### config.mk
export PLATFORM = sky130hd
export DESIGN_NAME = sdram_auto_refresh
export DESIGN_NICKNAME = d
export VERILOG_FILES = /design/src/design/sdram_rfs_pkg.sv /design/src/design/bank_state_if.sv /design/src/design/sdram_auto_refresh.sv /design/src/design/sdram_bank_tracker.sv /design/src/design/sdram_refresh_sequencer.sv /design/src/design/sdram_refresh_timer.sv
export SDC_FILE = /design/constraint.sdc
export NUM_CORES = 1
export LEC_CHECK = 0
export ABC_AREA = 1
export BUFFER_PORTS_ARGS = -buffer_cell sky130_fd_sc_hd__clkbuf_2
export CAP_MARGIN = 20
export CORE_MARGIN = 2
export CORE_UTILIZATION = 40
export CTS_BUF_LIST = sky130_fd_sc_hd__clkbuf_8
export CTS_CLUSTER_DIAMETER = 100
export DETAILED_ROUTE_END_ITERATION = 10
export SLEW_MARGIN = 20
export SYNTH_ARGS = -nofsm -noshare
export SYNTH_HDL_FRONTEND = slang
export SYNTH_SLANG_ARGS = --single-unit
### constraint.sdc
create_clock -name clk -period 2.4 [get_ports clk]
set_clock_uncertainty 0.05 [all_clocks]
set_input_delay 0.12 -clock clk [delete_from_list [all_inputs] [get_ports clk]]
set_output_delay 0.12 -clock clk [all_outputs]
set_load 0.005 [all_outputs]
### src/design/sdram_rfs_pkg.sv
package sdram_rfs_pkg;

    localparam int num_banks = 4;

    typedef logic [1:0]  bank_id_t;   // BA1..BA0
    typedef logic [10:0] row_addr_t;  // A10..A0
    typedef logic [3:0]  bank_mask_t; // one bit per bank
    typedef logic [2:0]  cmd_code_t;

    // {bank[15:14], addr[13:3], code[2:0]}, A10 lands on bit 13
    typedef logic [15:0] cmd_word_t;

    localparam int cmd_bank_msb = 15;
    localparam int cmd_bank_lsb = 14;
    localparam int cmd_addr_msb = 13;
    localparam int cmd_addr_lsb = 3;
    localparam int cmd_a10_bit  = 13;

    // logical command codes, fixed by the controller's command word
    localparam cmd_code_t cmd_bank_active    = 3'b000;
    localparam cmd_code_t cmd_bank_precharge = 3'b001;
    localparam cmd_code_t cmd_write_data     = 3'b010;
    localparam cmd_code_t cmd_read_data      = 3'b011;
    localparam cmd_code_t cmd_auto_refresh   = 3'b101;

    // refresh sequencer states
    typedef enum logic [1:0] {
        rfs_idle,
        rfs_precharge_all,
        rfs_refresh,
        rfs_activate
    } rfs_state_t;

endpackage

### src/design/bank_state_if.sv
`timescale 1ns/10ps

// bank bookkeeping shared by tracker, timer and sequencer
interface bank_state_if;
    import sdram_rfs_pkg::*;

    bank_mask_t                   bank_idle;     // 1 = bank precharged
    logic                         next_all_idle; // all idle after this cycle's command
    row_addr_t [num_banks-1:0]    active_row;    // row held by each open bank

    modport tracker (
        output bank_idle,
        output next_all_idle,
        output active_row
    );

    modport timer (
        input next_all_idle
    );

    modport sequencer (
        input bank_idle,
        input next_all_idle,
        input active_row
    );

endinterface

### src/design/sdram_auto_refresh.sv
`timescale 1ns/10ps

module sdram_auto_refresh #(
    parameter real    clk_period_ns         = 7.0,
    parameter real    refresh_itv_ns        = 64.0 * 1000.0 * 1000.0 / 4096.0 * 0.8,
    parameter real    forced_refresh_itv_ns = 64.0 * 1000.0 * 1000.0 / 4096.0 * 0.9,
    parameter int     burst_len             = -1,   // -1 for full page, else 1/2/4/8
    parameter bit     allow_auto_precharge  = 1'b1
) (
    input  logic                     clk,
    input  logic                     rst_n,
    input  logic                     start_rfs_timing_i,
    input  sdram_rfs_pkg::cmd_word_t mon_cmd_i,
    input  logic                     mon_valid_i,
    input  logic                     mon_ready_i,
    output sdram_rfs_pkg::cmd_word_t rfs_cmd_o,
    output logic                     rfs_valid_o,
    input  logic                     rfs_ready_i,
    output logic                     rfs_running_o
);

    localparam int refresh_itv_cycles = int'($floor(refresh_itv_ns / clk_period_ns));
    localparam int forced_itv_cycles  = int'($floor(forced_refresh_itv_ns / clk_period_ns));

    // full-page bursts never carry auto precharge
    localparam bit rw_auto_precharge = (burst_len == -1) ? 1'b0 : allow_auto_precharge;

    logic rfs_launch;

    bank_state_if bank_if ();

    sdram_bank_tracker #(
        .rw_auto_precharge (rw_auto_precharge)
    ) u_tracker (
        .clk         (clk),
        .rst_n       (rst_n),
        .mon_cmd_i   (mon_cmd_i),
        .mon_valid_i (mon_valid_i),
        .mon_ready_i (mon_ready_i),
        .bank_o      (bank_if.tracker)
    );

    sdram_refresh_timer #(
        .refresh_itv_cycles (refresh_itv_cycles),
        .forced_itv_cycles  (forced_itv_cycles)
    ) u_timer (
        .clk          (clk),
        .rst_n        (rst_n),
        .start_i      (start_rfs_timing_i),
        .bank_i       (bank_if.timer),
        .rfs_launch_o (rfs_launch)
    );

    sdram_refresh_sequencer u_sequencer (
        .clk           (clk),
        .rst_n         (rst_n),
        .rfs_launch_i  (rfs_launch),
        .bank_i        (bank_if.sequencer),
        .rfs_ready_i   (rfs_ready_i),
        .rfs_cmd_o     (rfs_cmd_o),
        .rfs_valid_o   (rfs_valid_o),
        .rfs_running_o (rfs_running_o)
    );

endmodule

### src/design/sdram_bank_tracker.sv
`timescale 1ns/10ps

module sdram_bank_tracker #(
    parameter bit rw_auto_precharge = 1'b1
) (
    input  logic                    clk,
    input  logic                    rst_n,
    input  sdram_rfs_pkg::cmd_word_t mon_cmd_i,
    input  logic                    mon_valid_i,
    input  logic                    mon_ready_i,
    bank_state_if.tracker           bank_o
);
    import sdram_rfs_pkg::*;

    logic       accepted;
    bank_id_t   cmd_bank;
    row_addr_t  cmd_row;
    cmd_code_t  cmd_code;
    logic       cmd_a10;
    bank_mask_t bank_onehot;

    logic       is_active;
    logic       is_precharge;
    logic       is_rw_ap;     // read/write that closes its bank

    bank_mask_t open_mask;    // banks going idle
    bank_mask_t close_mask;   // banks being activated
    bank_mask_t idle_next;

    bank_mask_t                idle_q;
    row_addr_t [num_banks-1:0] row_q;

    // monitor only counts a command on a real handshake
    assign accepted = mon_valid_i & mon_ready_i;

    assign cmd_bank = mon_cmd_i[cmd_bank_msb:cmd_bank_lsb];
    assign cmd_row  = mon_cmd_i[cmd_addr_msb:cmd_addr_lsb];
    assign cmd_code = mon_cmd_i[2:0];
    assign cmd_a10  = mon_cmd_i[cmd_a10_bit];

    assign bank_onehot = bank_mask_t'(1) << cmd_bank;

    assign is_active    = accepted & (cmd_code == cmd_bank_active);
    assign is_precharge = accepted & (cmd_code == cmd_bank_precharge);
    assign is_rw_ap     = accepted & rw_auto_precharge & cmd_a10 &
                          ((cmd_code == cmd_write_data) | (cmd_code == cmd_read_data));

    always_comb
    begin
        open_mask  = '0;
        close_mask = '0;
        if (is_precharge && cmd_a10)
            open_mask = '1; // precharge all
        else if (is_precharge || is_rw_ap)
            open_mask = bank_onehot;
        if (is_active)
            close_mask = bank_onehot;
    end

    assign idle_next = (idle_q | open_mask) & ~close_mask;

    always_ff @(posedge clk or negedge rst_n)
    begin
        if (!rst_n)
            idle_q <= '1;
        else
            idle_q <= idle_next;
    end

    // open row of each bank, only meaningful while the bank is active
    always_ff @(posedge clk)
    begin
        if (is_active)
            row_q[cmd_bank] <= cmd_row;
    end

    assign bank_o.bank_idle     = idle_q;
    assign bank_o.next_all_idle = &idle_next;
    assign bank_o.active_row    = row_q;

endmodule

### src/design/sdram_refresh_sequencer.sv
`timescale 1ns/10ps

module sdram_refresh_sequencer (
    input  logic                     clk,
    input  logic                     rst_n,
    input  logic                     rfs_launch_i,
    bank_state_if.sequencer          bank_i,
    input  logic                     rfs_ready_i,
    output sdram_rfs_pkg::cmd_word_t rfs_cmd_o,
    output logic                     rfs_valid_o,
    output logic                     rfs_running_o
);
    import sdram_rfs_pkg::*;

    localparam row_addr_t a10_only = row_addr_t'(1) << 10;

    localparam cmd_word_t pre_all_word = {bank_id_t'(0), a10_only, cmd_bank_precharge};
    localparam cmd_word_t refresh_word = {bank_id_t'(0), row_addr_t'(0), cmd_auto_refresh};

    rfs_state_t state_q;

    logic                      launch_d;
    logic                      all_idle_snap;  // no precharge/activate needed
    bank_mask_t                active_snap;    // banks to reopen
    row_addr_t [num_banks-1:0] row_snap;

    logic [2:0] walk_cnt;   // bank being reopened, 4 = done
    logic [2:0] walk_nxt;   // walk_cnt + 1, kept as a register
    logic       walk_step;

    cmd_word_t  cmd_q;
    logic       valid_q;
    logic       running_q;

    assign rfs_cmd_o     = cmd_q;
    assign rfs_valid_o   = valid_q;
    assign rfs_running_o = running_q;

    always_ff @(posedge clk or negedge rst_n)
    begin
        if (!rst_n)
            launch_d <= 1'b0;
        else
            launch_d <= rfs_launch_i;
    end

    always_ff @(posedge clk)
    begin
        if (rfs_launch_i)
            all_idle_snap <= bank_i.next_all_idle;
    end

    // bank state has settled one cycle after launch
    always_ff @(posedge clk)
    begin
        if (launch_d)
        begin
            active_snap <= ~bank_i.bank_idle;
            row_snap    <= bank_i.active_row;
        end
    end

    // closed banks are skipped without waiting for ready
    assign walk_step = (state_q == rfs_activate) &
                       (~active_snap[walk_cnt[1:0]] | rfs_ready_i | walk_cnt[2]);

    always_ff @(posedge clk or negedge rst_n)
    begin
        if (!rst_n)
            state_q <= rfs_idle;
        else
        begin
            case (state_q)
                rfs_idle:
                    if (rfs_launch_i)
                        state_q <= bank_i.next_all_idle ? rfs_refresh : rfs_precharge_all;
                rfs_precharge_all:
                    if (rfs_ready_i)
                        state_q <= rfs_refresh;
                rfs_refresh:
                    if (rfs_ready_i)
                        state_q <= all_idle_snap ? rfs_idle : rfs_activate;
                rfs_activate:
                    if (walk_cnt[2])
                        state_q <= rfs_idle;
                default:
                    state_q <= rfs_idle;
            endcase
        end
    end

    always_ff @(posedge clk or negedge rst_n)
    begin
        if (!rst_n)
        begin
            walk_cnt <= 3'd0;
            walk_nxt <= 3'd1;
        end
        else if (walk_step)
        begin
            walk_cnt <= walk_cnt[2] ? 3'd0 : walk_nxt;
            walk_nxt <= walk_cnt[2] ? 3'd1 : walk_nxt + 3'd1;
        end
    end

    // command word, loaded one cycle ahead of its valid
    always_ff @(posedge clk)
    begin
        case (state_q)
            rfs_idle:
                cmd_q <= bank_i.next_all_idle ? refresh_word : pre_all_word;
            rfs_precharge_all:
                if (rfs_ready_i)
                    cmd_q <= refresh_word;
            rfs_refresh:
                if (rfs_ready_i && !all_idle_snap)
                    cmd_q <= {bank_id_t'(0), row_snap[0], cmd_bank_active};
            rfs_activate:
                if (walk_step && !walk_cnt[2])
                    cmd_q <= {bank_id_t'(walk_nxt[1:0]), row_snap[walk_nxt[1:0]],
                              cmd_bank_active};
            default:
                cmd_q <= cmd_q;
        endcase
    end

    always_ff @(posedge clk or negedge rst_n)
    begin
        if (!rst_n)
            valid_q <= 1'b0;
        else
        begin
            case (state_q)
                rfs_idle:
                    valid_q <= rfs_launch_i;
                rfs_refresh:
                    if (rfs_ready_i)
                        valid_q <= all_idle_snap ? 1'b0 : active_snap[0];
                rfs_activate:
                    if (walk_cnt[2])
                        valid_q <= 1'b0;
                    else if (walk_step)
                        valid_q <= (walk_cnt != 3'd3) & active_snap[walk_nxt[1:0]];
                default:
                    valid_q <= valid_q; // precharge waits for ready
            endcase
        end
    end

    always_ff @(posedge clk or negedge rst_n)
    begin
        if (!rst_n)
            running_q <= 1'b0;
        else
        begin
            case (state_q)
                rfs_idle:
                    running_q <= rfs_launch_i;
                rfs_refresh:
                    running_q <= ~(rfs_ready_i & all_idle_snap);
                rfs_activate:
                    running_q <= ~walk_cnt[2];
                default:
                    running_q <= running_q;
            endcase
        end
    end

endmodule

### src/design/sdram_refresh_timer.sv
`timescale 1ns/10ps

module sdram_refresh_timer #(
    parameter int refresh_itv_cycles = 40,
    parameter int forced_itv_cycles  = 60
) (
    input  logic        clk,
    input  logic        rst_n,
    input  logic        start_i,
    bank_state_if.timer bank_i,
    output logic        rfs_launch_o
);

    localparam int cnt_w = (forced_itv_cycles > 2) ? $clog2(forced_itv_cycles) : 1;

    typedef logic [cnt_w-1:0] itv_cnt_t;

    localparam itv_cnt_t alarm_last  = itv_cnt_t'(refresh_itv_cycles - 1);
    localparam itv_cnt_t forced_last = itv_cnt_t'(forced_itv_cycles - 1);

    logic     cnt_en;       // set once by start_i
    itv_cnt_t itv_cnt;
    logic     alarm_q;      // refresh due, waiting for idle banks
    logic     forced_q;     // interval ran out, refresh regardless
    logic     launch_d;

    // alarm waits for a quiet cycle, forced does not
    assign rfs_launch_o = (alarm_q & bank_i.next_all_idle) | forced_q;

    always_ff @(posedge clk or negedge rst_n)
    begin
        if (!rst_n)
            cnt_en <= 1'b0;
        else if (start_i)
            cnt_en <= 1'b1;
    end

    always_ff @(posedge clk or negedge rst_n)
    begin
        if (!rst_n)
            launch_d <= 1'b0;
        else
            launch_d <= rfs_launch_o;
    end

    always_ff @(posedge clk or negedge rst_n)
    begin
        if (!rst_n)
            itv_cnt <= '0;
        else if (launch_d)
            itv_cnt <= '0; // restart interval from the refresh
        else if (cnt_en)
            itv_cnt <= (itv_cnt == forced_last) ? '0 : itv_cnt + 1'b1;
    end

    always_ff @(posedge clk or negedge rst_n)
    begin
        if (!rst_n)
            alarm_q <= 1'b0;
        else if (rfs_launch_o)
            alarm_q <= 1'b0;
        else if (!alarm_q)
            alarm_q <= (itv_cnt == alarm_last);
    end

    always_ff @(posedge clk or negedge rst_n)
    begin
        if (!rst_n)
            forced_q <= 1'b0;
        else
            forced_q <= (itv_cnt == forced_last); // single-cycle pulse
    end

endmodule

# == Word level (Yosys, flattened, before mapping) ==
# Index checks and enable logic that the tools add are counted.
# word_totals
regBits,138
out_inout_bits,18
# classes
n_addsub,2
order_cmp,4
eq_ne,14
shifts,1
muxes,37
bitwise,17
reduce_logical,14
# op_table
operator,n
one-hot mux 16 bit (4 select lines),1
2-to-1 mux 11 bit,5
2-to-1 mux 16 bit,3
bitwise mux 44 bit,1
binary-select mux 11 bit (select 2 bit),1
demux 11 bit (select 2 bit),1
"== test 11 bit, second input constant",2
2-to-1 mux 14 bit,1
2-to-1 mux 2 bit,6
2-to-1 mux 4 bit,3
"adder 11 x 1 -> 11 bit, second input constant",1
"< comparator 2 x 3 -> 1 bit, second input constant",3
2-to-1 mux 1 bit,8
NOT 4 bit,2
one-hot mux 2 bit (4 select lines),1
AND reduction 4 bit,2
AND 1 bit,7
2-to-1 mux 3 bit,2
"!= test 2 x 1 -> 1 bit, second input constant",3
"!= test 2 bit, second input constant",3
one-hot mux 1 bit (3 select lines),2
AND reduction 3 bit,2
AND 4 bit,1
binary-select mux 1 bit (select 2 bit),2
other kinds (17),26

# == Depth between registers and ports, before layout ==
# logic_depth
ltp_word,11
depth_mapped,12
ltp_nobuf,12

# == Modules after synthesis ==
# A second synthesis with hierarchy kept.
# hier_totals
cells_unflattened,469
hier_area_um2,5619.1
# by_module_without_submodules
module,n_inst,cells_per_inst,area_each_um2,seq_area_each_um2
sdram_refresh_sequencer,1,274,3123.0,2198.4
sdram_bank_tracker,1,92,1649.1,1426.4
sdram_refresh_timer,1,103,847.1,375.4

# == Least setup slack after synthesis ==
# Ideal clock, no wire load.
# synth_timing
path_type,reg2reg
from,"reg, netlist name u_sequencer.launch_d"
to,reg u_timer.itv_cnt[8]
setup_time_ns,0.080
arrival_ns,2.285
path_slack_ns,-0.015
stages_incl_launch_ff,9
n_path_buf,0
period_less_slack_ns,2.415
cell_sequence,dfrtp_1 > nor2_1 > nor3_2 > nand2_1 > nor2_4 > nand2_1 > nand2_1 > inv_1 > nor3_2
# synth_lines
item,line,source
"end signal, assigned",sdram_refresh_timer.sv:53,itv_cnt <= (itv_cnt == forced_last) ? '0 : itv_cnt + 1'b1;
"end, declared",sdram_refresh_timer.sv:22,itv_cnt_t itv_cnt;

# == Final worst setup path ==
# layout_timing
from,reg u_sequencer.walk_nxt[0]
to,reg u_sequencer.valid_q (netlist: u_sequencer.rfs_valid_o)
# layout_between
elab_chain_cells,6
# layout_rtl
item,line,source
"start, declared",sdram_refresh_sequencer.sv:28,logic [2:0] walk_nxt;
"start signal, assigned",sdram_refresh_sequencer.sv:102,walk_nxt <= walk_cnt[2] ? 3'd1 : walk_nxt + 3'd1;
binary-select mux 1 bit (select 2 bit),sdram_refresh_sequencer.sv:143,valid_q <= (walk_cnt != 3'd3) & active_snap[walk_nxt[1:0]];
2-to-1 mux 1 bit (implied by the code),sdram_refresh_sequencer.sv:143,
AND 1 bit,sdram_refresh_sequencer.sv:143,
2-to-1 mux 1 bit,sdram_refresh_sequencer.sv:142,else if (walk_step)
2-to-1 mux 1 bit,sdram_refresh_sequencer.sv:140,if (walk_cnt[2])
one-hot mux 1 bit (3 select lines),sdram_refresh_sequencer.sv:133,case (state_q)
"end signal, assigned",sdram_refresh_sequencer.sv:135,valid_q <= rfs_launch_i;
"end signal, assigned",sdram_refresh_sequencer.sv:143,
"end signal, assigned",sdram_refresh_sequencer.sv:145,valid_q <= valid_q;
"end, declared",sdram_refresh_sequencer.sv:32,logic valid_q;
# Every way passes these cells. The select of a mux whose other input is x is not followed.
# A chain may end at the register's enable or synchronous reset.

==> summary.txt <==
Status
  – Status: finished clean

Setup path
  – Crit path capture: u_sequencer.rfs_valid_o
  – Critical Path Fanout Max: 37
  – Critical Path RT: ~2700 ps
  – RR Startpoint: u_sequencer.walk_nxt[0]
  – R2R depth: 7
  – Setup Crit Path Kind: register to register
  – Reg2reg setup slack: between 500 and 600 ps
  – CP Capture Type: register
  – Crit path launch type: register
  – Setup crit start: u_sequencer.walk_nxt[0]
  – Crit path DAT: between 2000 and 2500 ps
  – Worst flop-to-flop path endpoint: u_sequencer.rfs_valid_o

Clock network
  – # Post-CTS Setup Buffers: 0
  – # clock sinks: between 100 and 150
  – CTS root buf: clkbuf_8
  – CTS tree: yes
  – Clock transition at the registers of the reported paths: 90 ps
  – CTS buffer count: 17
  – Clock latency on the worst-skew pair: 450 ps
  – Clock Path Buffers: 2
  – H-tree Lvls: 4

Die
  – Initial core utilization: 0.4126
  – I/O Pins: 40
  – Chip height: approximately 120 µm
  – DIE WIDTH: roughly 120 µm
  – # rows: between 40 and 50
  – Die area: 14670 µm²
  – Core Area: between 10000 and 15000 µm²

Synth
  – Top cells by area, synth: edfxtp_1 (59%), dfrtp_1 (11%), o21ai_0 (5.0%)
  – Synth Register Bits: approximately 140
  – Avg Cell Area, Syn: between 10 and 15 µm²
  – Cells after Synth: 451
  – Synth cell types: 33
  – Synthesized cell area: between 5000 and 6000 µm²
  – Yosys top cell area share: 0.5912
  – Post-Syn Nets: about 480
  – Yosys Warn Count: 0
  – Area leader, netlist: edfxtp_1
  – Sequential element share of the synthesized area: 0.7247

STA
  – Slew headroom: 0.5005
  – Hold WS: slightly above 60 ps
  – Slew Limit Fails: 0
  – Setup_tns: 0 ps
  – Final period util: 0.7693
  – Hold Vio Cnt, Final: 0
  – Max Freq: 541.6 MHz
  – Final Critical Period: approximately 1800 ps
  – RSZ-0062 raised after global routing: no
  – Tightest Pin Transition: approximately 750 ps
  – Final setup violation count: 0

Cells and area
  – Commonest non-fill, non-tap cell in the layout: edfxtp_1
  – Commonest cells after routing, fill and taps aside: edfxtp_1 (108), inv_1 (62), nand2_1 (55), o21ai_0 (55), clkbuf_2 (38)
  – Non-filler cells in the finished layout: 705
  – Final #Nets: between 500 and 600
  – N_diodes: 0
  – Area growth syn-to-layout: 16.74%
  – Layout cell share with drive strength beyond 1: 0.2174

Power
  – VDD IR max: approximately 0.56 mV
  – Power Dens Cells: between 900 and 1000 nW/µm²
  – Total power: between 0.006 and 0.007 W
  – Leakage: ~2.6 nW

Route
  – 1st-pass router iterations: 4
  – Iter 0 DRT Violations: around 240
  – Vias per cell: about 4.7
  – Via count: about 3300
  – DR DRC count: 0
  – WL final: slightly below 10000 µm
  – WL/cell: 13.67 µm
  – Final antenna-violating net count: 0

Placement
  – Port Buffers: 38
  – DP Cell Count: 660
  – Post-DP HPWL: between 6000 and 7000 µm
  – Routability cong.: approximately 0.84

Global routing
  – Gr usage total: 0.1461
  – Initial antenna violation count: 0
  – Largest net degree at the start of global routing: 50
  – Vias in the first global route: ~3300
  – GR Overflow Total: 0
  – First-pass GRT wire length: 15840 µm

Min path
  – HP Class: input pin to register

Run
  – Max-cap violations: 0
[state kept, by name, summed over array words and instances, names as in the netlist, 2 cells and up]
| signal | flops |
|---|---|
| u_sequencer.row_snap | 44 |
| u_tracker.bank_o.active_row | 44 |
| u_sequencer.rfs_cmd_o | 15 |
| u_timer.itv_cnt | 11 |
| u_sequencer.active_snap | 4 |
| u_tracker.bank_o.bank_idle | 4 |
| u_sequencer.walk_cnt | 3 |
| u_sequencer.walk_nxt | 3 |
| u_sequencer.state_q | 2 |
[cell type report]
cell class                 instances  area, µm²
clock buffer                      17      234.0
timing repair buffer              55      350.3
multi-input combinational        235       1212
fill                            1157       6892
tap                              176      220.2
sequential                       137       3976
inverter                          70      262.8
clock inverter                    15      147.6
[cell usage after synthesis (all sizes together)]
cell    count
nand3      13
o21a        1
o22ai       4
buf         2
inv        70
or2         1
a21oi      21
nor2       46
edfxtp    108
clkbuf      7
dfstp       5
nand4       6
xnor2       1
xor2        2
dfrtp      24
ha          3
o21ai      62
conb        1
nor4        1
nand2      63
nor3       10
[per-layer routing]
metal / routed length, µm / track usage
met1: 4169 / 0.1765
met2: 4839 / 0.2342
met3: 451 / 0.05075
met4: 176 / 0.06977
met5: 0 / 0
[report_power, final]
part | internal (W) | switching, W | leakage [nW]
registers | 0.00292 | 0.000226 | 1.35
clock network | 0.000780 | 0.000996 | 0.196
logic | 0.000529 | 0.000922 | 1.02
total | 0.00423 | 0.00214 | 2.57
[stage by stage]
step           area [µm²]  worst slack (ps)    util
2_1_floorplan        5487             336.0       -
3_3_place_gp         5892             602.8  0.4432
3_5_place_dp         5892             564.6  0.4432
4_1_cts              6404             541.7  0.4816
5_1_grt              6404             353.5  0.4816
6_report             6404             553.7  0.4816
[repair_timing]
item                                   in CTS  in global routing
hold buffers                               13                  0
resized for setup                           0                  0
endpoints found under the hold margin      69                  0
[cell families after synthesis]
| kind of cell | share of synthesized area |
|---|---|
| adders and majority gates | 0.006844 |
| DFF | 0.7247 |
| AOI/OAI and AO/OA | 0.08508 |
| xor gates and xnor gates | 0.004791 |
| other | 0.0006837 |
| buffers and inverters | 0.05497 |
| and+or+nand+nor | 0.1229 |
[how the worst min path moves through the flow]
stage / from / to / slack (ps) / cells after the start
after global placement: rst_n / u_timer.itv_cnt[4] / 170 / 1
after detailed placement: rst_n / u_timer.itv_cnt[3] / 190 / 1
after CTS: mon_cmd_i[0] / u_tracker.bank_o.bank_idle[0] / 20 / 5
final: mon_cmd_i[0] / u_tracker.bank_o.bank_idle[0] / 60 / 5
after global routing: mon_cmd_i[0] / u_tracker.bank_o.bank_idle[0] / 70 / 5
after floorplan: rst_n / u_sequencer.launch_d / -230 / 0
[worst max-delay path, stage by stage (launching register included)]
cell and delay (ps):
dfstp_2 710, inv_2 300, o21ai_0 240, o22ai_1 90, nand2_1 60, o21ai_0 70
nor2_1 140, a21oi_2 70
Power figures use the tool's default switching activity.
